## src/include/asteroids_params.svh

```systemverilog
`ifndef ASTEROIDS_PARAMS_SVH
`define ASTEROIDS_PARAMS_SVH

// the grid is 8 by 8, so one coordinate takes three bits
`define GRID_BITS 3
`define N_SHOTS 4
`define N_ASTEROIDS 4
`define SHOT_STEPS 2
`define AST_STEPS 1

// shots sit at words 0 to 3 and asteroids at words 4 to 7
`define ADDR_SHIP 5'd8
`define ADDR_CTRL 5'd9
`define ADDR_SCORE 5'd10
`define ADDR_FRAME 5'd16

`endif

```

## src/rtl/asteroids_pkg.sv

```systemverilog
package asteroids_pkg;
`include "asteroids_params.svh"

    typedef logic [`GRID_BITS-1:0] coord_t;
    typedef logic [1:0] slot_t;
    typedef logic [(1 << `GRID_BITS)-1:0] row_bits_t; // bit x lit

    typedef struct packed {
        logic   active;
        coord_t x;
        coord_t y; // row 0 is the top of the grid
    } game_obj_t;

    typedef struct packed {
        logic      en;
        logic      is_ast; // target is the asteroid bank
        slot_t     slot;
        game_obj_t obj;
    } obj_update_t;

    typedef struct packed {
        logic       cyc;
        logic       stb;
        logic       we;
        logic [4:0] addr;
        logic [7:0] data;
    } wb_req_t;

    typedef struct packed {
        logic       ack;
        logic [7:0] data;
    } wb_rsp_t;

    typedef enum logic [3:0] {
        st_init,
        st_idle,
        st_clear_counts,
        st_check_shots,
        st_wait_check_shots,
        st_move_shots,
        st_wait_move_shots,
        st_count_shots,
        st_check_ship,
        st_wait_check_ship,
        st_move_asteroids,
        st_wait_move_asteroids,
        st_count_asteroids,
        st_finish,
        st_frame,
        st_wait_frame
    } coord_state_t;

    typedef enum logic {
        mode_shots, // shots against asteroids
        mode_ship   // asteroids against ship and shots
    } checker_mode_t;

endpackage

```

## src/rtl/asteroids_update.sv

```systemverilog
`timescale 1ns/10ps
`include "asteroids_params.svh"

module asteroids_update (
    input  logic                   clock,
    input  logic                   reset,
    input  asteroids_pkg::wb_req_t wb_in,
    output asteroids_pkg::wb_rsp_t wb_out,
    output logic                   update_done
);
    import asteroids_pkg::*;

    game_obj_t [`N_SHOTS-1:0] shots;
    game_obj_t [`N_ASTEROIDS-1:0] asteroids;
    coord_t ship_x;
    obj_update_t shot_upd;
    obj_update_t ast_upd;
    obj_update_t check_upd;
    logic start;
    logic score_inc;
    logic ship_hit_set;
    logic move_start_shots;
    logic move_start_asteroids;
    logic check_start;
    logic frame_start;
    logic move_done_shots;
    logic move_done_asteroids;
    logic check_done;
    logic frame_done;
    checker_mode_t check_mode;
    logic frame_write;
    coord_t frame_row;
    row_bits_t frame_bits;

    motion_coordinator u_coordinator (
        .clock, .reset, .start, .move_done_shots, .move_done_asteroids, .check_done,
        .frame_done, .move_start_shots, .move_start_asteroids, .check_start, .frame_start,
        .update_done, .check_mode
    );

    object_store u_store (
        .clock, .reset, .wb_in, .wb_out, .shot_upd, .ast_upd, .check_upd, .score_inc,
        .ship_hit_set, .update_done, .frame_write, .frame_row, .frame_bits, .shots,
        .asteroids, .ship_x, .start
    );

    object_mover #(.SLOTS(`N_SHOTS), .MOVE_DOWN(1'b0)) u_shot_mover (
        .clock, .reset, .start(move_start_shots), .objects(shots), .upd(shot_upd),
        .done(move_done_shots)
    );

    object_mover #(.SLOTS(`N_ASTEROIDS), .MOVE_DOWN(1'b1)) u_ast_mover (
        .clock, .reset, .start(move_start_asteroids), .objects(asteroids), .upd(ast_upd),
        .done(move_done_asteroids)
    );

    collision_checker u_checker (
        .clock, .reset, .start(check_start), .mode(check_mode), .shots, .asteroids, .ship_x,
        .upd(check_upd), .score_inc, .ship_hit_set, .done(check_done)
    );

    frame_builder u_frame (
        .clock, .reset, .start(frame_start), .shots, .asteroids, .ship_x, .frame_write,
        .frame_row, .frame_bits, .done(frame_done)
    );

endmodule

```

## src/rtl/collision_checker.sv

```systemverilog
`timescale 1ns/10ps
`include "asteroids_params.svh"

module collision_checker (
    input  logic                                        clock,
    input  logic                                        reset,
    input  logic                                        start,
    input  asteroids_pkg::checker_mode_t                mode,
    input  asteroids_pkg::game_obj_t [`N_SHOTS-1:0]     shots,
    input  asteroids_pkg::game_obj_t [`N_ASTEROIDS-1:0] asteroids,
    input  asteroids_pkg::coord_t                       ship_x,
    output asteroids_pkg::obj_update_t                  upd,
    output logic                                        score_inc,
    output logic                                        ship_hit_set,
    output logic                                        done
);
    import asteroids_pkg::*;

    logic running;
    logic second; // asteroid removal after its shot was removed
    slot_t idx;
    game_obj_t ast;
    logic shot_hit;
    slot_t shot_slot;
    logic ship_hit;
    logic advance;

    assign ast = asteroids[idx];
    assign ship_hit = (mode == mode_ship) && ast.active && ast.y == '1 && ast.x == ship_x;
    assign advance = running && (second || !shot_hit);

    always_comb begin
        shot_hit = 1'b0;
        shot_slot = '0;
        for (int i = `N_SHOTS - 1; i >= 0; i--) begin // lowest matching slot wins
            if (ast.active && shots[i].active && shots[i].x == ast.x && shots[i].y == ast.y) begin
                shot_hit = 1'b1;
                shot_slot = slot_t'(i);
            end
        end
    end

    always_comb begin
        upd.en = 1'b0;
        upd.is_ast = 1'b1;
        upd.slot = idx;
        upd.obj = '{active: 1'b0, x: ast.x, y: ast.y}; // shot and asteroid share the cell
        score_inc = 1'b0;
        ship_hit_set = 1'b0;
        if (running && second) begin
            upd.en = 1'b1;
        end else if (running && shot_hit) begin
            upd.en = 1'b1;
            upd.is_ast = 1'b0;
            upd.slot = shot_slot;
            score_inc = 1'b1;
        end else if (running && ship_hit) begin
            upd.en = 1'b1;
            ship_hit_set = 1'b1;
        end
    end

    always_ff @(posedge clock or posedge reset) begin
        if (reset) begin
            running <= 1'b0;
            second <= 1'b0;
            idx <= '0;
            done <= 1'b0;
        end else begin
            done <= 1'b0;
            if (start) begin
                running <= 1'b1;
                second <= 1'b0;
                idx <= '0;
            end else if (running) begin
                second <= !second && shot_hit;
                if (advance) begin
                    idx <= idx + 1'b1;
                    if (idx == slot_t'(`N_ASTEROIDS - 1)) begin
                        running <= 1'b0;
                        done <= 1'b1;
                    end
                end
            end
        end
    end

endmodule

```

## src/rtl/frame_builder.sv

```systemverilog
`timescale 1ns/10ps
`include "asteroids_params.svh"

module frame_builder (
    input  logic                                        clock,
    input  logic                                        reset,
    input  logic                                        start,
    input  asteroids_pkg::game_obj_t [`N_SHOTS-1:0]     shots,
    input  asteroids_pkg::game_obj_t [`N_ASTEROIDS-1:0] asteroids,
    input  asteroids_pkg::coord_t                       ship_x,
    output logic                                        frame_write,
    output asteroids_pkg::coord_t                       frame_row,
    output asteroids_pkg::row_bits_t                    frame_bits,
    output logic                                        done
);
    import asteroids_pkg::*;

    logic running;
    coord_t row;

    assign frame_write = running;
    assign frame_row = row;

    always_comb begin
        frame_bits = '0;
        for (int i = 0; i < `N_SHOTS; i++) begin
            if (shots[i].active && shots[i].y == row) begin
                frame_bits[shots[i].x] = 1'b1;
            end
        end
        for (int i = 0; i < `N_ASTEROIDS; i++) begin
            if (asteroids[i].active && asteroids[i].y == row) begin
                frame_bits[asteroids[i].x] = 1'b1;
            end
        end
        if (row == '1) begin
            frame_bits[ship_x] = 1'b1; // ship lives on the bottom row
        end
    end

    always_ff @(posedge clock or posedge reset) begin
        if (reset) begin
            running <= 1'b0;
            row <= '0;
            done <= 1'b0;
        end else begin
            done <= 1'b0;
            if (start) begin
                running <= 1'b1;
                row <= '0;
            end else if (running) begin
                row <= row + 1'b1;
                if (row == '1) begin
                    running <= 1'b0;
                    done <= 1'b1;
                end
            end
        end
    end

endmodule

```

## src/rtl/motion_coordinator.sv

```systemverilog
`timescale 1ns/10ps
`include "asteroids_params.svh"

module motion_coordinator (
    input  logic                         clock,
    input  logic                         reset,
    input  logic                         start,
    input  logic                         move_done_shots,
    input  logic                         move_done_asteroids,
    input  logic                         check_done,
    input  logic                         frame_done,
    output logic                         move_start_shots,
    output logic                         move_start_asteroids,
    output logic                         check_start,
    output logic                         frame_start,
    output logic                         update_done,
    output asteroids_pkg::checker_mode_t check_mode
);
    import asteroids_pkg::*;

    coord_state_t state;
    coord_state_t state_next;
    logic [$clog2(`SHOT_STEPS + 1)-1:0] shot_count; // shot moves done this tick
    logic [$clog2(`AST_STEPS + 1)-1:0] ast_count;
    logic shots_finished;
    logic asts_finished;

    assign shots_finished = (shot_count == `SHOT_STEPS);
    assign asts_finished = (ast_count == `AST_STEPS);

    always_ff @(posedge clock or posedge reset) begin
        if (reset) begin
            state <= st_idle;
            shot_count <= '0;
            ast_count <= '0;
        end else begin
            state <= state_next;
            if (state == st_clear_counts) begin
                shot_count <= '0;
                ast_count <= '0;
            end
            if (state == st_count_shots) begin
                shot_count <= shot_count + 1'b1;
            end
            if (state == st_count_asteroids) begin
                ast_count <= ast_count + 1'b1;
            end
        end
    end

    always_comb begin
        case (state)
            st_init:                state_next = st_idle;
            st_idle:                state_next = start ? st_clear_counts : st_idle;
            st_clear_counts:        state_next = st_check_shots;
            st_check_shots:         state_next = st_wait_check_shots;
            st_wait_check_shots:    state_next = !check_done ? st_wait_check_shots :
                                                 shots_finished ? st_check_ship : st_move_shots;
            st_move_shots:          state_next = st_wait_move_shots;
            st_wait_move_shots:     state_next = move_done_shots ? st_count_shots
                                                                 : st_wait_move_shots;
            st_count_shots:         state_next = st_frame;
            st_frame:               state_next = st_wait_frame;
            st_wait_frame:          state_next = frame_done ? st_check_shots : st_wait_frame;
            st_check_ship:          state_next = st_wait_check_ship;
            st_wait_check_ship:     state_next = !check_done ? st_wait_check_ship :
                                                 asts_finished ? st_finish : st_move_asteroids;
            st_move_asteroids:      state_next = st_wait_move_asteroids;
            st_wait_move_asteroids: state_next = move_done_asteroids ? st_count_asteroids
                                                                     : st_wait_move_asteroids;
            st_count_asteroids:     state_next = st_check_ship;
            st_finish:              state_next = st_idle;
            default:                state_next = st_init;
        endcase
    end

    assign check_start = (state == st_check_shots) || (state == st_check_ship);
    assign move_start_shots = (state == st_move_shots);
    assign move_start_asteroids = (state == st_move_asteroids);
    assign frame_start = (state == st_frame);
    assign update_done = (state == st_finish);
    assign check_mode = (state == st_check_ship || state == st_wait_check_ship) ? mode_ship
                                                                                 : mode_shots;

    // only one worker may run at a time, so no done may meet a start or another done
    one_start: assert property (@(posedge clock) disable iff (reset)
        $onehot0({move_start_shots, move_start_asteroids, check_start, frame_start,
                  move_done_shots, move_done_asteroids, check_done, frame_done}));

endmodule

```

## src/rtl/object_mover.sv

```systemverilog
`timescale 1ns/10ps

module object_mover #(
    parameter int SLOTS     = 4,
    parameter bit MOVE_DOWN = 1'b0
) (
    input  logic                                 clock,
    input  logic                                 reset,
    input  logic                                 start,
    input  asteroids_pkg::game_obj_t [SLOTS-1:0] objects,
    output asteroids_pkg::obj_update_t           upd,
    output logic                                 done
);
    import asteroids_pkg::*;

    logic running;
    slot_t idx;
    game_obj_t obj;
    logic at_edge; // the move would take the object off the grid

    assign obj = objects[idx];
    assign at_edge = MOVE_DOWN ? (obj.y == '1) : (obj.y == '0);

    always_comb begin
        upd.en = running && obj.active; // empty slots are skipped
        upd.is_ast = MOVE_DOWN;
        upd.slot = idx;
        upd.obj.active = !at_edge;
        upd.obj.x = obj.x;
        upd.obj.y = MOVE_DOWN ? obj.y + 1'b1 : obj.y - 1'b1;
    end

    always_ff @(posedge clock or posedge reset) begin
        if (reset) begin
            running <= 1'b0;
            idx <= '0;
            done <= 1'b0;
        end else begin
            done <= 1'b0;
            if (start) begin
                running <= 1'b1;
                idx <= '0;
            end else if (running) begin
                idx <= idx + 1'b1;
                if (idx == slot_t'(SLOTS - 1)) begin
                    running <= 1'b0;
                    done <= 1'b1;
                end
            end
        end
    end

endmodule

```

## src/rtl/object_store.sv

```systemverilog
`timescale 1ns/10ps
`include "asteroids_params.svh"

module object_store (
    input  logic                                        clock,
    input  logic                                        reset,
    input  asteroids_pkg::wb_req_t                      wb_in,
    output asteroids_pkg::wb_rsp_t                      wb_out,
    input  asteroids_pkg::obj_update_t                  shot_upd,
    input  asteroids_pkg::obj_update_t                  ast_upd,
    input  asteroids_pkg::obj_update_t                  check_upd,
    input  logic                                        score_inc,
    input  logic                                        ship_hit_set,
    input  logic                                        update_done,
    input  logic                                        frame_write,
    input  asteroids_pkg::coord_t                       frame_row,
    input  asteroids_pkg::row_bits_t                    frame_bits,
    output asteroids_pkg::game_obj_t [`N_SHOTS-1:0]     shots,
    output asteroids_pkg::game_obj_t [`N_ASTEROIDS-1:0] asteroids,
    output asteroids_pkg::coord_t                       ship_x,
    output logic                                        start
);
    import asteroids_pkg::*;

    row_bits_t [(1 << `GRID_BITS)-1:0] frame;
    logic [7:0] score;
    logic ship_hit; // sticky until the next start
    logic busy;
    logic ack;
    logic [7:0] rd_data;
    logic [7:0] rd_next;
    logic req; // fresh bus cycle, not yet acknowledged
    logic host_write; // host may only change state while idle
    obj_update_t upd;

    assign req = wb_in.cyc && wb_in.stb && !ack;
    assign host_write = req && wb_in.we && !busy;
    assign wb_out.ack = ack;
    assign wb_out.data = rd_data;

    always_comb begin
        upd = ast_upd;
        if (shot_upd.en) begin
            upd = shot_upd;
        end
        if (check_upd.en) begin
            upd = check_upd; // checker wins when two are enabled
        end
    end

    always_comb begin
        rd_next = 8'h00;
        if (wb_in.addr[4:2] == 3'b000) begin
            rd_next = {1'b0, shots[wb_in.addr[1:0]]};
        end else if (wb_in.addr[4:2] == 3'b001) begin
            rd_next = {1'b0, asteroids[wb_in.addr[1:0]]};
        end else if ((wb_in.addr & 5'b11000) == `ADDR_FRAME) begin
            rd_next = frame[wb_in.addr[2:0]];
        end else if (wb_in.addr == `ADDR_SHIP) begin
            rd_next = {5'b0, ship_x};
        end else if (wb_in.addr == `ADDR_CTRL) begin
            rd_next = {6'b0, ship_hit, busy};
        end else if (wb_in.addr == `ADDR_SCORE) begin
            rd_next = score;
        end
    end

    always_ff @(posedge clock) begin
        if (req) begin
            rd_data <= rd_next; // valid together with ack
        end
    end

    always_ff @(posedge clock or posedge reset) begin
        if (reset) begin
            ack <= 1'b0;
            start <= 1'b0;
            busy <= 1'b0;
            ship_hit <= 1'b0;
            score <= '0;
            ship_x <= '0;
            shots <= '0;
            asteroids <= '0;
            frame <= '0;
        end else begin
            ack <= req;
            start <= 1'b0;
            if (host_write && wb_in.addr[4:2] == 3'b000) begin
                shots[wb_in.addr[1:0]] <= game_obj_t'(wb_in.data[6:0]);
            end
            if (host_write && wb_in.addr[4:2] == 3'b001) begin
                asteroids[wb_in.addr[1:0]] <= game_obj_t'(wb_in.data[6:0]);
            end
            if (host_write && wb_in.addr == `ADDR_SHIP) begin
                ship_x <= wb_in.data[`GRID_BITS-1:0];
            end
            if (host_write && wb_in.addr == `ADDR_SCORE) begin
                score <= wb_in.data;
            end
            if (host_write && wb_in.addr == `ADDR_CTRL && wb_in.data[0]) begin
                score <= '0; // a new tick starts with a clean score
                ship_hit <= 1'b0;
                busy <= 1'b1;
                start <= 1'b1;
            end
            if (upd.en && upd.is_ast) begin
                asteroids[upd.slot] <= upd.obj;
            end
            if (upd.en && !upd.is_ast) begin
                shots[upd.slot] <= upd.obj;
            end
            if (score_inc) begin
                score <= score + 8'd1;
            end
            if (ship_hit_set) begin
                ship_hit <= 1'b1;
            end
            if (frame_write) begin
                frame[frame_row] <= frame_bits;
            end
            if (update_done) begin
                busy <= 1'b0;
            end
        end
    end

    // the update mux above trusts the coordinator to run one worker at a time
    one_update: assert property (@(posedge clock) disable iff (reset)
        $onehot0({shot_upd.en, ast_upd.en, check_upd.en}));

endmodule

```

## config.mk

```make
export PLATFORM = sky130hd
export DESIGN_NAME = asteroids_update
export DESIGN_NICKNAME = d
export VERILOG_FILES = /design/src/rtl/asteroids_pkg.sv /design/src/rtl/asteroids_update.sv /design/src/rtl/collision_checker.sv /design/src/rtl/frame_builder.sv /design/src/rtl/motion_coordinator.sv /design/src/rtl/object_mover.sv /design/src/rtl/object_store.sv
export VERILOG_INCLUDE_DIRS = /design/src /design/src/include
export SDC_FILE = /design/constraint.sdc
export NUM_CORES = 1
export LEC_CHECK = 0
export ABC_AREA = 1
export BUFFER_PORTS_ARGS = -buffer_cell sky130_fd_sc_hd__buf_2
export CELL_PAD_IN_SITES_DETAIL_PLACEMENT = 1
export CELL_PAD_IN_SITES_GLOBAL_PLACEMENT = 1
export CORE_ASPECT_RATIO = 1.5
export CORE_MARGIN = 1
export CORE_UTILIZATION = 42
export DETAILED_ROUTE_END_ITERATION = 10
export PLACE_DENSITY_LB_ADDON = 0.3
export SLEW_MARGIN = 30
export SYNTH_ARGS = -nofsm -noshare
export SYNTH_HDL_FRONTEND = slang
export SYNTH_SLANG_ARGS = --single-unit
```

## constraint.sdc

```tcl
create_clock -name clock -period 5 [get_ports clock]
set_input_delay 0.75 -clock clock [delete_from_list [all_inputs] [get_ports clock]]
set_output_delay 0.75 -clock clock [all_outputs]
set_load 0.02 [all_outputs]
```

# == Word-level counts from Yosys, hierarchy flattened ==
# Cells that the tools add are included.
# Widths: inputs -> output; s select.
# classes
bitwise,8
magnitude_cmp,28
n_eq_ne,44
n_mux,138
n_addsub,9
n_reduce_logical,80
# op_table
operator,n
$mux 8,18
$bwmux 28,4
$mux 28,4
$bmux 7 s2,5
$bwmux 64,1
$or 8x8->8,8
$mux 7,9
$pmux 4 s15,1
$mux 1,57
$logic_and 1x1->1,54
$eq 3x3->1,17
$lt 3x4->1 const B,11
$eq 4x4->1 const B,8
$ge 3x1->1 const B,10
$demux 7 s2,2
$mux 2,14
$demux 1 s3,9
$bmux 8 s3,1
$demux 8 s3,1
$mux 11,2
$mux 3,6
$reduce_bool 2->1,9
$eq 4x3->1 const B,4
$mux 4,4
20 further kinds,48
# totals
regBits,168
wordCells,363
output_inout_bits,10
in_bits,18

# == Logic depth before layout (Yosys ltp) ==
# Gate-level depths: netlist (run 1).
# depth
depth_word,22
ltp_mapped,23
mapped_depth_nobuf,21

# == Modules after synthesis ==
# Synthesis (run 1) repeated with hierarchy kept, for this count alone.
# unflattened
hier_cells,1951
area_unflattened_um2,12768.5
# modules_own_cells
module,cells_per_inst,n_inst,area_each_um2,seq_area_each_um2
object_store,1126,1,8097.8,3618.5
frame_builder,344,1,1770.4,125.1
collision_checker,239,1,1378.8,125.1
motion_coordinator,87,1,564.3,176.4
object_mover (u_ast_mover),78,1,488.0,100.1
object_mover (u_shot_mover),77,1,469.2,100.1

# == Worst setup path before layout (run 1) ==
# No wires, ideal clock.
# synth_path
path_kind,input port to flip-flop
startpoint,input wb_in[15] (netlist bit)
endpoint,register u_store.score[4]
n_path_buf,1
setup_time_ps,136
stages,10
required_time_ps,4864
arrival_time_ps,2558
slack_ps,2306
cell_sequence,nand2_1 > nor2_1 > nand2_1 > nor2_1 > nand2_1 > nor2_1 > clkinv_1 > nand3_1 > clkbuf_1 > a31oi_1
# synth_via
elab_chain_len,8
elab_cells_between_ends,10
cone_classes,2 x mux; 8 x reduce/logical
# synth_lines
element,line,source
"start, declared",asteroids_update.sv:7,"input asteroids_pkg::wb_req_t wb_in,"
$logic_and 1x1->1 * (2 in series),object_store.sv:36,assign req = wb_in.cyc && wb_in.stb && !ack;
via u_store.req,object_store.sv:32,logic req;
$logic_and 1x1->1 * (2 in series),object_store.sv:37,assign host_write = req && wb_in.we && !busy;
$logic_and 1x1->1 (no source line),--,
$logic_and 1x1->1,object_store.sv:100,if (host_write && wb_in.addr == `ADDR_CTRL && wb_in.data[0]) begin
$mux 8,object_store.sv:100,
$mux 8,object_store.sv:112,if (score_inc) begin
"end signal, assigned",object_store.sv:98,score <= wb_in.data;
"end signal, assigned",object_store.sv:113,score <= score + 8'd1;
"end, declared",object_store.sv:26,logic [7:0] score;
# The timed path passes the listed nets; every way through them passes the cells marked *.
# A chain may end at the register's enable or synchronous reset.

# == Worst setup path in the final report (run 1) ==
# layout_path
startpoint,"register u_frame.row[2], in the netlist u_frame.frame_row[2]"
endpoint,register u_store.frame[14] (netlist bit)
# layout_via
elab_chain_len,20
elab_cells_between_ends,40
cone_classes,2 x order compare; 9 x eq/ne; 12 x mux; 8 x bitwise; 9 x reduce/logical
# layout_lines
element,line,source
"start, declared",frame_builder.sv:19,coord_t row;
"start signal, assigned",frame_builder.sv:52,row <= row + 1'b1;
$eq 3x3->1,frame_builder.sv:27,if (shots[i].active && shots[i].y == row) begin
$logic_and 1x1->1,frame_builder.sv:27,
$mux 8,frame_builder.sv:27,
$or 8x8->8 (no source line),--,
$mux 8,frame_builder.sv:27,
$or 8x8->8 (no source line),--,
$mux 8,frame_builder.sv:27,
$or 8x8->8 (no source line),--,
[... 4 more ...],--,
$mux 8,frame_builder.sv:32,if (asteroids[i].active && asteroids[i].y == row) begin
$or 8x8->8 (no source line),--,
$mux 8,frame_builder.sv:32,
$or 8x8->8 (no source line),--,
$mux 8,frame_builder.sv:32,
$or 8x8->8 (no source line),--,
$mux 8,frame_builder.sv:36,if (row == '1) begin
$bwmux 64 *,object_store.sv:119,frame[frame_row] <= frame_bits;
"end signal, assigned by index",object_store.sv:119,
"end, declared",object_store.sv:25,row_bits_t [(1 << `GRID_BITS)-1:0] frame;
# Mark *: on every way between the ends. The rest lies on a longest branch, timed or not.

==> impl_table.tex, run 1 <==
\begin{tabular}{lr}
\hline
Metric & Value \\
\hline
\multicolumn{2}{l}{\textbf{Pwr}} \\
\quad Static leakage power & 5.83 nW \\
\quad Peak VDD IR & 0.000264 V \\
\quad P per Cell Area & 233 mW/mm² \\
\multicolumn{2}{l}{\textbf{Critical path}} \\
\quad Type of the worst setup path & reg2reg \\
\quad Crit path capture type & flop \\
\quad Max stage delay cell, worst path & sky130\_fd\_sc\_hd\_\_dfrtp\_1 \\
\quad Maximum fanout along the worst path & 12 \\
\quad Critical Path Start Type & flop \\
\quad CP delay by family, top & simple AND/OR/NAND/NOR gates \\
\quad CP required & 5.30 ns \\
\quad CP Cell Sequence & clkinv\_1 > nand2\_1 > a21oi\_1 > nand2\_1 > inv\_1 > nand4\_1 > o211ai\_1 > nor3\_1 > nand2\_1 > nand2\_1 > o21ai\_0 \\
\quad Worst EP arrival & 4.15 ns \\
\quad Number of cell instances on the worst register-to-register path & 11 \\
\quad Crit path largest cell delay & 0.88 ns \\
\quad Worst path buffer plus inverter count & 2 \\
\quad Crit. path cell count & 11 \\
\quad Most prevalent standard cell on the critical path & sky130\_fd\_sc\_hd\_\_nand2\_1 \\
\multicolumn{2}{l}{\textbf{STA}} \\
\quad Actual transition at the worst max-transition pin & 0.958 ns \\
\quad Number of max-slew violations in the final report & 0 \\
\quad Setup TNS Final & 0 ns \\
\quad Peak clock frequency supported by timing & 0.260 GHz \\
\quad Final worst slack & 1.15 ns \\
\quad Final critical-path share of the clock period & 0.769 \\
\quad Endpoints failing hold & 0 \\
\quad Worst-case clock skew & 0.0103 ns \\
\quad Final critical-path required period & 3.85 ns \\
\quad Setup repair after global routing missed its margin & false \\
\quad Max-Slew Margin vs Limit & 0.361 \\
\quad Final setup violation count & 0 \\
\multicolumn{2}{l}{\textbf{Place}} \\
\quad Setup Slack @ Placement & 1.34 ns \\
\quad PortBufs & 27 \\
\quad Half-perimeter wire length after detailed placement & 38700 µm \\
\quad RePlAce Congestion & 1.03 \\
\multicolumn{2}{l}{\textbf{Drt}} \\
\quad Post-detailed-route count of antenna-violating nets & 0 \\
\quad Final wirelength & 52000 µm \\
\quad Violation count after the first detailed-route iteration & 1017 \\
\quad Vias after detailed routing & 12.4k \\
\quad Vias per inst & 6.42 \\
\quad WL per Instance & 27.0 µm \\
\quad 1st-pass router iterations & 5 \\
\quad Number of DRC violations after detailed routing & 0 \\
\multicolumn{2}{l}{\textbf{Final layout}} \\
\quad Ant diodes & 0 \\
\quad Leading cell type in the layout, fill and taps excluded & sky130\_fd\_sc\_hd\_\_nand2\_1 \\
\quad Fraction of layout instances using a drive strength above 1 & 0.0890 \\
\quad Nets & 1614 \\
\quad Most frequent cells in the layout & 458 x sky130\_fd\_sc\_hd\_\_nand2\_1, 171 x sky130\_fd\_sc\_hd\_\_inv\_1, 159 x sky130\_fd\_sc\_hd\_\_dfrtp\_1 \\
\quad Area delta synth->final & 8.51\% \\
\multicolumn{2}{l}{\textbf{Die}} \\
\quad Total Die Area & 0.0273 mm² \\
\quad Vert. Die Dim & 202 µm \\
\quad Floorplan row count & 72 \\
\quad Number of top-level pins & 28 \\
\quad Core ar. & 0.0260 mm² \\
\quad Initial core utilization & 0.430 \\
\quad Die Span X & 135 µm \\
\multicolumn{2}{l}{\textbf{Synthesis}} \\
\quad Combinational family with the most area after synthesis & simple AND/OR/NAND/NOR gates \\
\quad Dominant register cell in the synthesized netlist & sky130\_fd\_sc\_hd\_\_dfrtp\_1 \\
\quad Mapped Cells & 1581 \\
\quad Count of flip-flops with a built-in enable after synthesis & 8 \\
\quad Total of warnings raised by yosys & 0 \\
\quad Share of synthesized cell area in full adder, half adder and majority cells & 0.0123 \\
\quad Fraction of synthesized cell area taken by the top area cell type & 0.355 \\
\quad Synth area leader & sky130\_fd\_sc\_hd\_\_dfrtp\_1 \\
\quad Synth Area in XOR/XNOR & 0.00625 \\
\quad Compound-cell area share of the yosys netlist & 0.180 \\
\quad Count of state elements after synthesis & 168 \\
\quad Net Count, Synth & 1610 \\
\quad Synthesized area divided by synthesized cell count & 7.09 µm² \\
\quad Simple-gate portion of the synthesized area & 0.310 \\
\quad Proportion of synthesized area in mux cells & 0.0221 \\
\quad Most area-consuming cells after synthesis & sky130\_fd\_sc\_hd\_\_dfrtp\_1 36\%, sky130\_fd\_sc\_hd\_\_nand2\_1 15\%, sky130\_fd\_sc\_hd\_\_inv\_1 5.8\%, sky130\_fd\_sc\_hd\_\_o22ai\_1 5.6\%, sky130\_fd\_sc\_hd\_\_o21ai\_0 5.2\% \\
\quad Async SR Flop Fraction & 0.952 \\
\quad Portion of the post-synthesis area used by sequential elements & 0.379 \\
\quad Count of unique library cells instantiated by Yosys & 48 \\
\quad Summed instance area of the synthesized netlist & 0.0112 mm² \\
\multicolumn{2}{l}{\textbf{CTS}} \\
\quad Number of levels in the clock H-tree & 4 \\
\quad Root buffer selected by CTS & sky130\_fd\_sc\_hd\_\_clkbuf\_16 \\
\quad Register clock-pin slew on the reported worst setup and hold paths & 0.07 ns \\
\quad Post-CTS Hold Buffers & 0 \\
\quad Clock insertion delay at the later pin of the skew report & 0.47 ns \\
\quad Maximum clock path buffer count & 2 \\
\quad Num CTS Buffers & 17 \\
\quad Post-CTS setup repair buffer count & 0 \\
\quad CTS tree & built \\
\quad Sink Count & 168 \\
\quad Resize count post-CTS & 0 \\
\multicolumn{2}{l}{\textbf{Global route}} \\
\quad Initial antenna violation count & 0 \\
\quad Remaining global-route overflow & 0 \\
\quad Global Route Usage Sum & 0.397 \\
\quad Largest net degree at the start of global routing & 161 \\
\quad Wire length of the first global-routing pass & 78700 µm \\
\quad Vias in the first global route & 13.0k \\
\multicolumn{2}{l}{\textbf{Flow run}} \\
\quad Max-cap viol count & 0 \\
\multicolumn{2}{l}{\textbf{Worst hold path}} \\
\quad Type of the worst min-delay path & reg2reg \\
\quad Hold-critical path depth & 2 \\
\multicolumn{2}{l}{\textbf{Outcome}} \\
\quad Result of the run & complete, no violations \\
\hline
\end{tabular}
-- final cells by class --
cell class | instances | area [µm²]
clock buffer | 19 | 443
clock inverter | 10 | 100
sequential | 168 | 4250
inverter | 181 | 688
multi-input combinational | 1170 | 5970
timing repair buffer | 47 | 298
fill | 3407 | 13900
tap | 333 | 417
-- layer usage --
metal,up-vias,share of wire,global-route usage
met2,643,0.47,0.630
met3,286,0.077,0.0893
met1,6044,0.36,0.434
li1,5406,-,-
met4,0,0.10,0.371
met5,-,0,0
-- synthesized netlist by cell type, drive strengths merged, types with 4 or more instances --
library cell	number
edfxtp	8
dfrtp	159
clkbuf	43
clkinv	6
a21oi	56
a221oi	12
xor2	6
o21ai	129
nand4	54
inv	175
o22ai	100
mux2	22
nand2	470
o211ai	9
nand3	101
a211oi	6
o2111ai	13
ha	11
buf	19
o311ai	4
nor2	125
nor4	24
a31oi	6
nor3	12
-- tightest hold or removal path: cells and delay by family (launching register included) --
| family | cells | cell delay (ns) |
|---|---|---|
| DFF | 1 | 0.35 |
| and+or+nand+nor | 1 | 0.05 |
| AOI/OAI and AO/OA | 1 | 0.06 |
-- power by group --
group | switching [W] | internal, W
Combinational | 0.000120 | 0.0000311
Clock | 0.000610 | 0.000693
Sequential | 0.000000936 | 0.00137
Total | 0.000730 | 0.00210
-- through the flow --
| stage | total power (W) | hold slack (ns) | cells | area [µm²] | util |
|---|---|---|---|---|---|
| floorplan | 0.00148 | 0.453 | 1581 | 11200 | - |
| detailed placement | 0.00155 | 0.488 | 1899 | 11600 | 0.446 |
| global placement | 0.00155 | 0.472 | 1899 | 11600 | 0.446 |
| global route | 0.00288 | 0.519 | 1928 | 12200 | 0.467 |
| finish | 0.00283 | 0.500 | 1928 | 12200 | 0.467 |
| CTS | 0.00283 | 0.501 | 1928 | 12200 | 0.467 |
-- flip-flops by register name, indices dropped and copies added (netlist names), 2 cells and up --
name,cells
u_ast_mover.idx,2
u_checker.idx,2
u_coordinator.shot_count,2
u_coordinator.state,4
u_frame.frame_row,3
u_shot_mover.idx,2
u_store.asteroids,28
u_store.frame,64
u_store.rd_data,8
u_store.score,8
u_store.ship_x,3
u_store.shots,28
-- kinds of logic (layout without fill, tap and decap cells) --
group | Yosys count | in the layout
simple gates | 789 | 789
buf+inv | 243 | 257
fa+ha+maj | 11 | 11
mux | 22 | 22
xor+xnor | 8 | 8
flops | 168 | 168
compound gates | 340 | 340
-- worst paths after layout --
| path | start | to | slack [ns] |
|---|---|---|---|
| worst max-delay path | u_frame.frame_row[2]$_DFFE_PP0P_ | u_store.frame[14]$_DFFE_PP0P_ | 1.15 |
| worst min-delay path | u_coordinator.shot_count[1]$_DFFE_PP0P_ | u_coordinator.shot_count[1]$_DFFE_PP0P_ | 0.50 |
| worst max register to register | u_frame.frame_row[2]$_DFFE_PP0P_ | u_store.frame[14]$_DFFE_PP0P_ | 1.15 |
| worst min register to register | u_coordinator.shot_count[1]$_DFFE_PP0P_ | u_coordinator.shot_count[1]$_DFFE_PP0P_ | 0.50 |
| max in group asynchronous | reset | u_store.shots[24]$_DFF_PP0_ | 3.73 |
| min in group asynchronous | reset | u_store.ack$_DFF_PP0_ | 0.53 |
Note: power is estimated with default switching activity, not from simulation.
==> inputs of run 2 (changes only) <==
- ABC_AREA: 1 -> 0
- CORE_UTILIZATION: 42 -> 46
- clock period: 5 -> 3.4 ns (I/O delays scaled with it)
==> run 2 against run 1 <==
Clock power grew 55%; global-route usage decreased by 3.8 points; the flow now finishes with violations (negative setup slack); critical path type unchanged; critical path depth increased by 3; via count decreased by 23%; register-to-register slack worse by 1.4 ns; highest routed layer unchanged; count of clock-buffer cells in the layout unchanged; largest power group is now combinational cells; non-clock buffer count grew 107; worst hold slack got worse by 0.30 ns; clock skew is 0.0017 ns higher; total power rose to 5.1 times the previous value; combinational power rose to 56 times the previous value; worst setup slack lost 1.4 ns.
==> impl_table.tex, run 2 <==
\begin{tabular}{lr}
\hline
Metric & Value \\
\hline
\multicolumn{2}{l}{\textbf{Outcome}} \\
\quad Result of the run & finished, violations left \\
\quad Violated checks & negative setup slack \\
\multicolumn{2}{l}{\textbf{Drt}} \\
\quad Number of DRC violations after detailed routing & 0 (unchanged) \\
\quad WL per Instance & 29.7 µm (+10\%) \\
\quad Vias per inst & 6.68 (+4.0\%) \\
\quad 1st-pass router iterations & 5 (unchanged) \\
\quad Post-detailed-route count of antenna-violating nets & 0 (unchanged) \\
\quad Final wirelength & 42500 µm (-18\%) \\
\quad Violation count after the first detailed-route iteration & 933 (-8.3\%) \\
\quad Vias after detailed routing & 9547 (-23\%) \\
\multicolumn{2}{l}{\textbf{Synthesis}} \\
\quad Count of state elements after synthesis & 168 (unchanged) \\
\quad Synth area leader & sky130\_fd\_sc\_hd\_\_dfrtp\_1 \\
\quad Count of flip-flops with a built-in enable after synthesis & 8 (unchanged) \\
\quad Most area-consuming cells after synthesis & sky130\_fd\_sc\_hd\_\_dfrtp\_1 37\%, sky130\_fd\_sc\_hd\_\_mux2i\_1 13\%, sky130\_fd\_sc\_hd\_\_mux4\_2 11\%, sky130\_fd\_sc\_hd\_\_xnor2\_1 3.8\%, sky130\_fd\_sc\_hd\_\_nor2\_1 3.8\% \\
\quad Net Count, Synth & 1079 (-33\%) \\
\quad Total of warnings raised by yosys & 0 (unchanged) \\
\quad Async SR Flop Fraction & 0.952 (unchanged) \\
\quad Dominant register cell in the synthesized netlist & sky130\_fd\_sc\_hd\_\_dfrtp\_1 \\
\quad Synthesized area divided by synthesized cell count & 10.2 µm² (+43\%) \\
\quad Fraction of synthesized cell area taken by the top area cell type & 0.373 (+0.0181) \\
\quad Portion of the post-synthesis area used by sequential elements & 0.398 (+0.0193) \\
\quad Most frequently used cell type in the post-synthesis netlist & sky130\_fd\_sc\_hd\_\_dfrtp\_1 \\
\quad Summed instance area of the synthesized netlist & 0.0107 mm² (-4.8\%) \\
\quad List of most frequent post-synthesis cells & 159 x sky130\_fd\_sc\_hd\_\_dfrtp\_1, 135 x sky130\_fd\_sc\_hd\_\_mux2i\_1, 107 x sky130\_fd\_sc\_hd\_\_nor2\_1 \\
\quad Count of unique library cells instantiated by Yosys & 65 (+35\%) \\
\quad Mapped Cells & 1050 (-34\%) \\
\multicolumn{2}{l}{\textbf{Die}} \\
\quad Die Span X & 126 µm (-6.7\%) \\
\quad Vert. Die Dim & 188 µm (-6.7\%) \\
\quad Number of top-level pins & 28 (unchanged) \\
\quad Initial core utilization & 0.473 (+0.0424) \\
\quad Core ar. & 0.0226 mm² (-13\%) \\
\quad Floorplan row count & 67 (-6.9\%) \\
\quad Total Die Area & 0.0238 mm² (-13\%) \\
\multicolumn{2}{l}{\textbf{Critical path}} \\
\quad Crit path largest cell delay & 0.63 ns (-0.25 ns) \\
\quad Minimum setup slack among reg-to-reg paths & -0.20 ns (-1.35 ns) \\
\quad Most prevalent standard cell on the critical path & sky130\_fd\_sc\_hd\_\_buf\_6 \\
\quad CP delay by family, top & multiplexers \\
\quad Number of cell instances on the worst register-to-register path & 14 (+3) \\
\quad CP Cell Sequence & buf\_6 > mux4\_2 > buf\_6 > buf\_4 > xnor2\_2 > nand3\_2 > nor3\_4 > nor4\_4 > a31oi\_4 > mux2\_4 > buf\_6 > nor3\_4 > buf\_6 > mux2i\_2 \\
\quad Crit. path cell count & 14 (+3) \\
\quad Maximum fanout along the worst path & 7 (-5) \\
\quad CP required & 3.75 ns (-1.55 ns) \\
\quad Type of the worst setup path & reg2reg \\
\quad Worst EP arrival & 3.95 ns (-0.20 ns) \\
\quad Critical Path Start Type & flop \\
\quad Crit path capture type & flop \\
\quad Worst path buffer plus inverter count & 5 (+3) \\
\quad Max stage delay cell, worst path & sky130\_fd\_sc\_hd\_\_mux4\_2 \\
\multicolumn{2}{l}{\textbf{Place}} \\
\quad Cell total after placement & 1383 (-27\%) \\
\quad Half-perimeter wire length after detailed placement & 29200 µm (-25\%) \\
\quad PortBufs & 27 (unchanged) \\
\quad RePlAce Congestion & 0.955 (-7.4\%) \\
\multicolumn{2}{l}{\textbf{STA}} \\
\quad Final worst slack & -0.201 ns (-1.35 ns) \\
\quad Peak clock frequency supported by timing & 0.278 GHz (+6.8\%) \\
\quad Final critical-path share of the clock period & 1.06 (+0.290) \\
\quad Final critical-path required period & 3.60 ns (-0.246 ns) \\
\quad Worst-case clock skew & 0.0120 ns (+0.00171 ns) \\
\quad Actual transition at the worst max-transition pin & 0.945 ns (-0.0134 ns) \\
\quad Endpoints failing hold & 0 (unchanged) \\
\quad Final setup violation count & 52 (+52) \\
\quad Setup repair after global routing missed its margin & true \\
\quad Number of max-slew violations in the final report & 0 (unchanged) \\
\quad Max-Slew Margin vs Limit & 0.365 (+0.00408) \\
\multicolumn{2}{l}{\textbf{CTS}} \\
\quad Root buffer selected by CTS & sky130\_fd\_sc\_hd\_\_clkbuf\_16 \\
\quad Maximum clock path buffer count & 2 (unchanged) \\
\quad Register clock-pin slew on the reported worst setup and hold paths & 0.07 ns (about the same) \\
\quad Number of levels in the clock H-tree & 4 (unchanged) \\
\quad Sink Count & 168 (unchanged) \\
\quad CTS tree & built \\
\quad Post-CTS Hold Buffers & 0 (unchanged) \\
\quad Clock insertion delay at the later pin of the skew report & 0.45 ns (-0.02 ns) \\
\quad Num CTS Buffers & 17 (unchanged) \\
\multicolumn{2}{l}{\textbf{Global route}} \\
\quad Largest net degree at the start of global routing & 79 (-51\%) \\
\quad Remaining global-route overflow & 0 (unchanged) \\
\quad Initial antenna violation count & 0 (unchanged) \\
\quad Vias in the first global route & 10.0k (-23\%) \\
\quad Wire length of the first global-routing pass & 62100 µm (-21\%) \\
\quad Global Route Usage Sum & 0.359 (-0.0381) \\
\multicolumn{2}{l}{\textbf{Final layout}} \\
\quad Ant diodes & 0 (unchanged) \\
\quad Leading cell type in the layout, fill and taps excluded & sky130\_fd\_sc\_hd\_\_dfrtp\_1 \\
\quad Flip-flop count of the largest register after layout & 64 (unchanged) \\
\quad Nets & 1170 (-28\%) \\
\quad Most flops, register & u\_store.frame \\
\quad Most frequent cells in the layout & 159 x sky130\_fd\_sc\_hd\_\_dfrtp\_1, 132 x sky130\_fd\_sc\_hd\_\_mux2i\_1, 112 x sky130\_fd\_sc\_hd\_\_buf\_4 \\
\quad End-of-flow core utilization & 0.561 (+0.0943) \\
\quad Fraction of layout instances using a drive strength above 1 & 0.250 (+0.161) \\
\quad Post-Layout Cell Count & 1430 (-26\%) \\
\quad Area delta synth->final & 18.7\% \\
\quad Largest registers & u\_store.frame x64, u\_store.asteroids x28, u\_store.shots x28 \\
\multicolumn{2}{l}{\textbf{Pwr}} \\
\quad Peak VDD IR & 0.000572 V (+120\%) \\
\quad Static leakage power & 5.44 nW (-6.6\%) \\
\quad P per Cell Area & 1130 mW/mm² (+390\%) \\
\multicolumn{2}{l}{\textbf{Flow run}} \\
\quad Max-cap viol count & 0 (unchanged) \\
\multicolumn{2}{l}{\textbf{Worst hold path}} \\
\quad Type of the worst min-delay path & in2async \\
\hline
\end{tabular}
run 2: cell count changes after synthesis, sizes merged, moves of 20 or more:
| cell | previous run | this run |
|---|---|---|
| a21oi | 56 | 76 |
| inv | 175 | 32 |
| mux2i | 0 | 135 |
| mux4 | 0 | 52 |
| nand2 | 470 | 87 |
| nand3 | 101 | 29 |
| nand4 | 54 | 13 |
| o21ai | 129 | 55 |
| o22ai | 100 | 5 |
| xnor2 | 2 | 48 |
run 2: final timing paths:
check	from	end
worst min-delay path	reset	u_frame.frame_row[0]$_DFFE_PP0P_
max in group asynchronous	reset	u_store.ack$_DFF_PP0_
worst min register to register	u_store.frame[28]$_DFFE_PP0P_	u_store.frame[28]$_DFFE_PP0P_
min in group clock	wb_in[7]	u_store.score[7]$_DFFE_PP0P_
worst max-delay path	u_checker.idx[0]$_DFFE_PP0P_	u_store.asteroids[16]$_DFF_PP0_
worst max register to register	u_checker.idx[0]$_DFFE_PP0P_	u_store.asteroids[16]$_DFF_PP0_
run 2: report_power, final:
group          leakage (nW)  total [W]  internal, W  switching, W
Combinational          3.10    0.00841      0.00352       0.00489
Clock                 0.286    0.00201      0.00103      0.000979
Sequential             2.06    0.00389      0.00285       0.00104
run 2: per-layer routing:
metal,share of wire,up-vias,global-route usage
li1,-,3996,-
met1,0.34,4872,0.381
met2,0.52,469,0.631
met3,0.059,210,0.0616
met4,0.087,0,0.274
met5,0,-,0
run 2: final cells by class:
class | count | area (µm²)
sequential | 168 | 4250
tap | 276 | 345
timing repair buffer | 154 | 1200
inverter | 32 | 124
clock inverter | 13 | 144
clock buffer | 19 | 454
fill | 2476 | 9890
multi-input combinational | 768 | 6150
run 2: what timing repair did:
| action | CTS | global route |
|---|---|---|
| buffers inserted | 8 | 8 |
| pin swaps | 2 | 8 |
| setup endpoints to repair | 34 | 62 |
| resized for setup | 6 | 36 |
run 2: kinds of logic after synthesis:
logic type | share of synthesized area
buffers and inverters | 0.0434
adders and majority gates | 0.0129
AOI/OAI and AO/OA | 0.110
and+or+nand+nor | 0.148
muxes | 0.241
xor gates and xnor gates | 0.0466
DFF | 0.398
run 2: per-stage QoR:
step	TNS [ns]	power (W)	hold slack, ns	instance area [µm²]	setup slack [ns]
floorplan	0	0.00817	0.445	10700	0.217
global placement	-3.91	0.0108	0.457	11700	-0.489
detailed placement	-1.39	0.0111	0.465	11700	-0.154
CTS	-0.0594	0.0134	0.225	12400	-0.0198
global route	-11.51	0.0149	0.264	12700	-0.345
finish	-4.60	0.0143	0.198	12700	-0.201
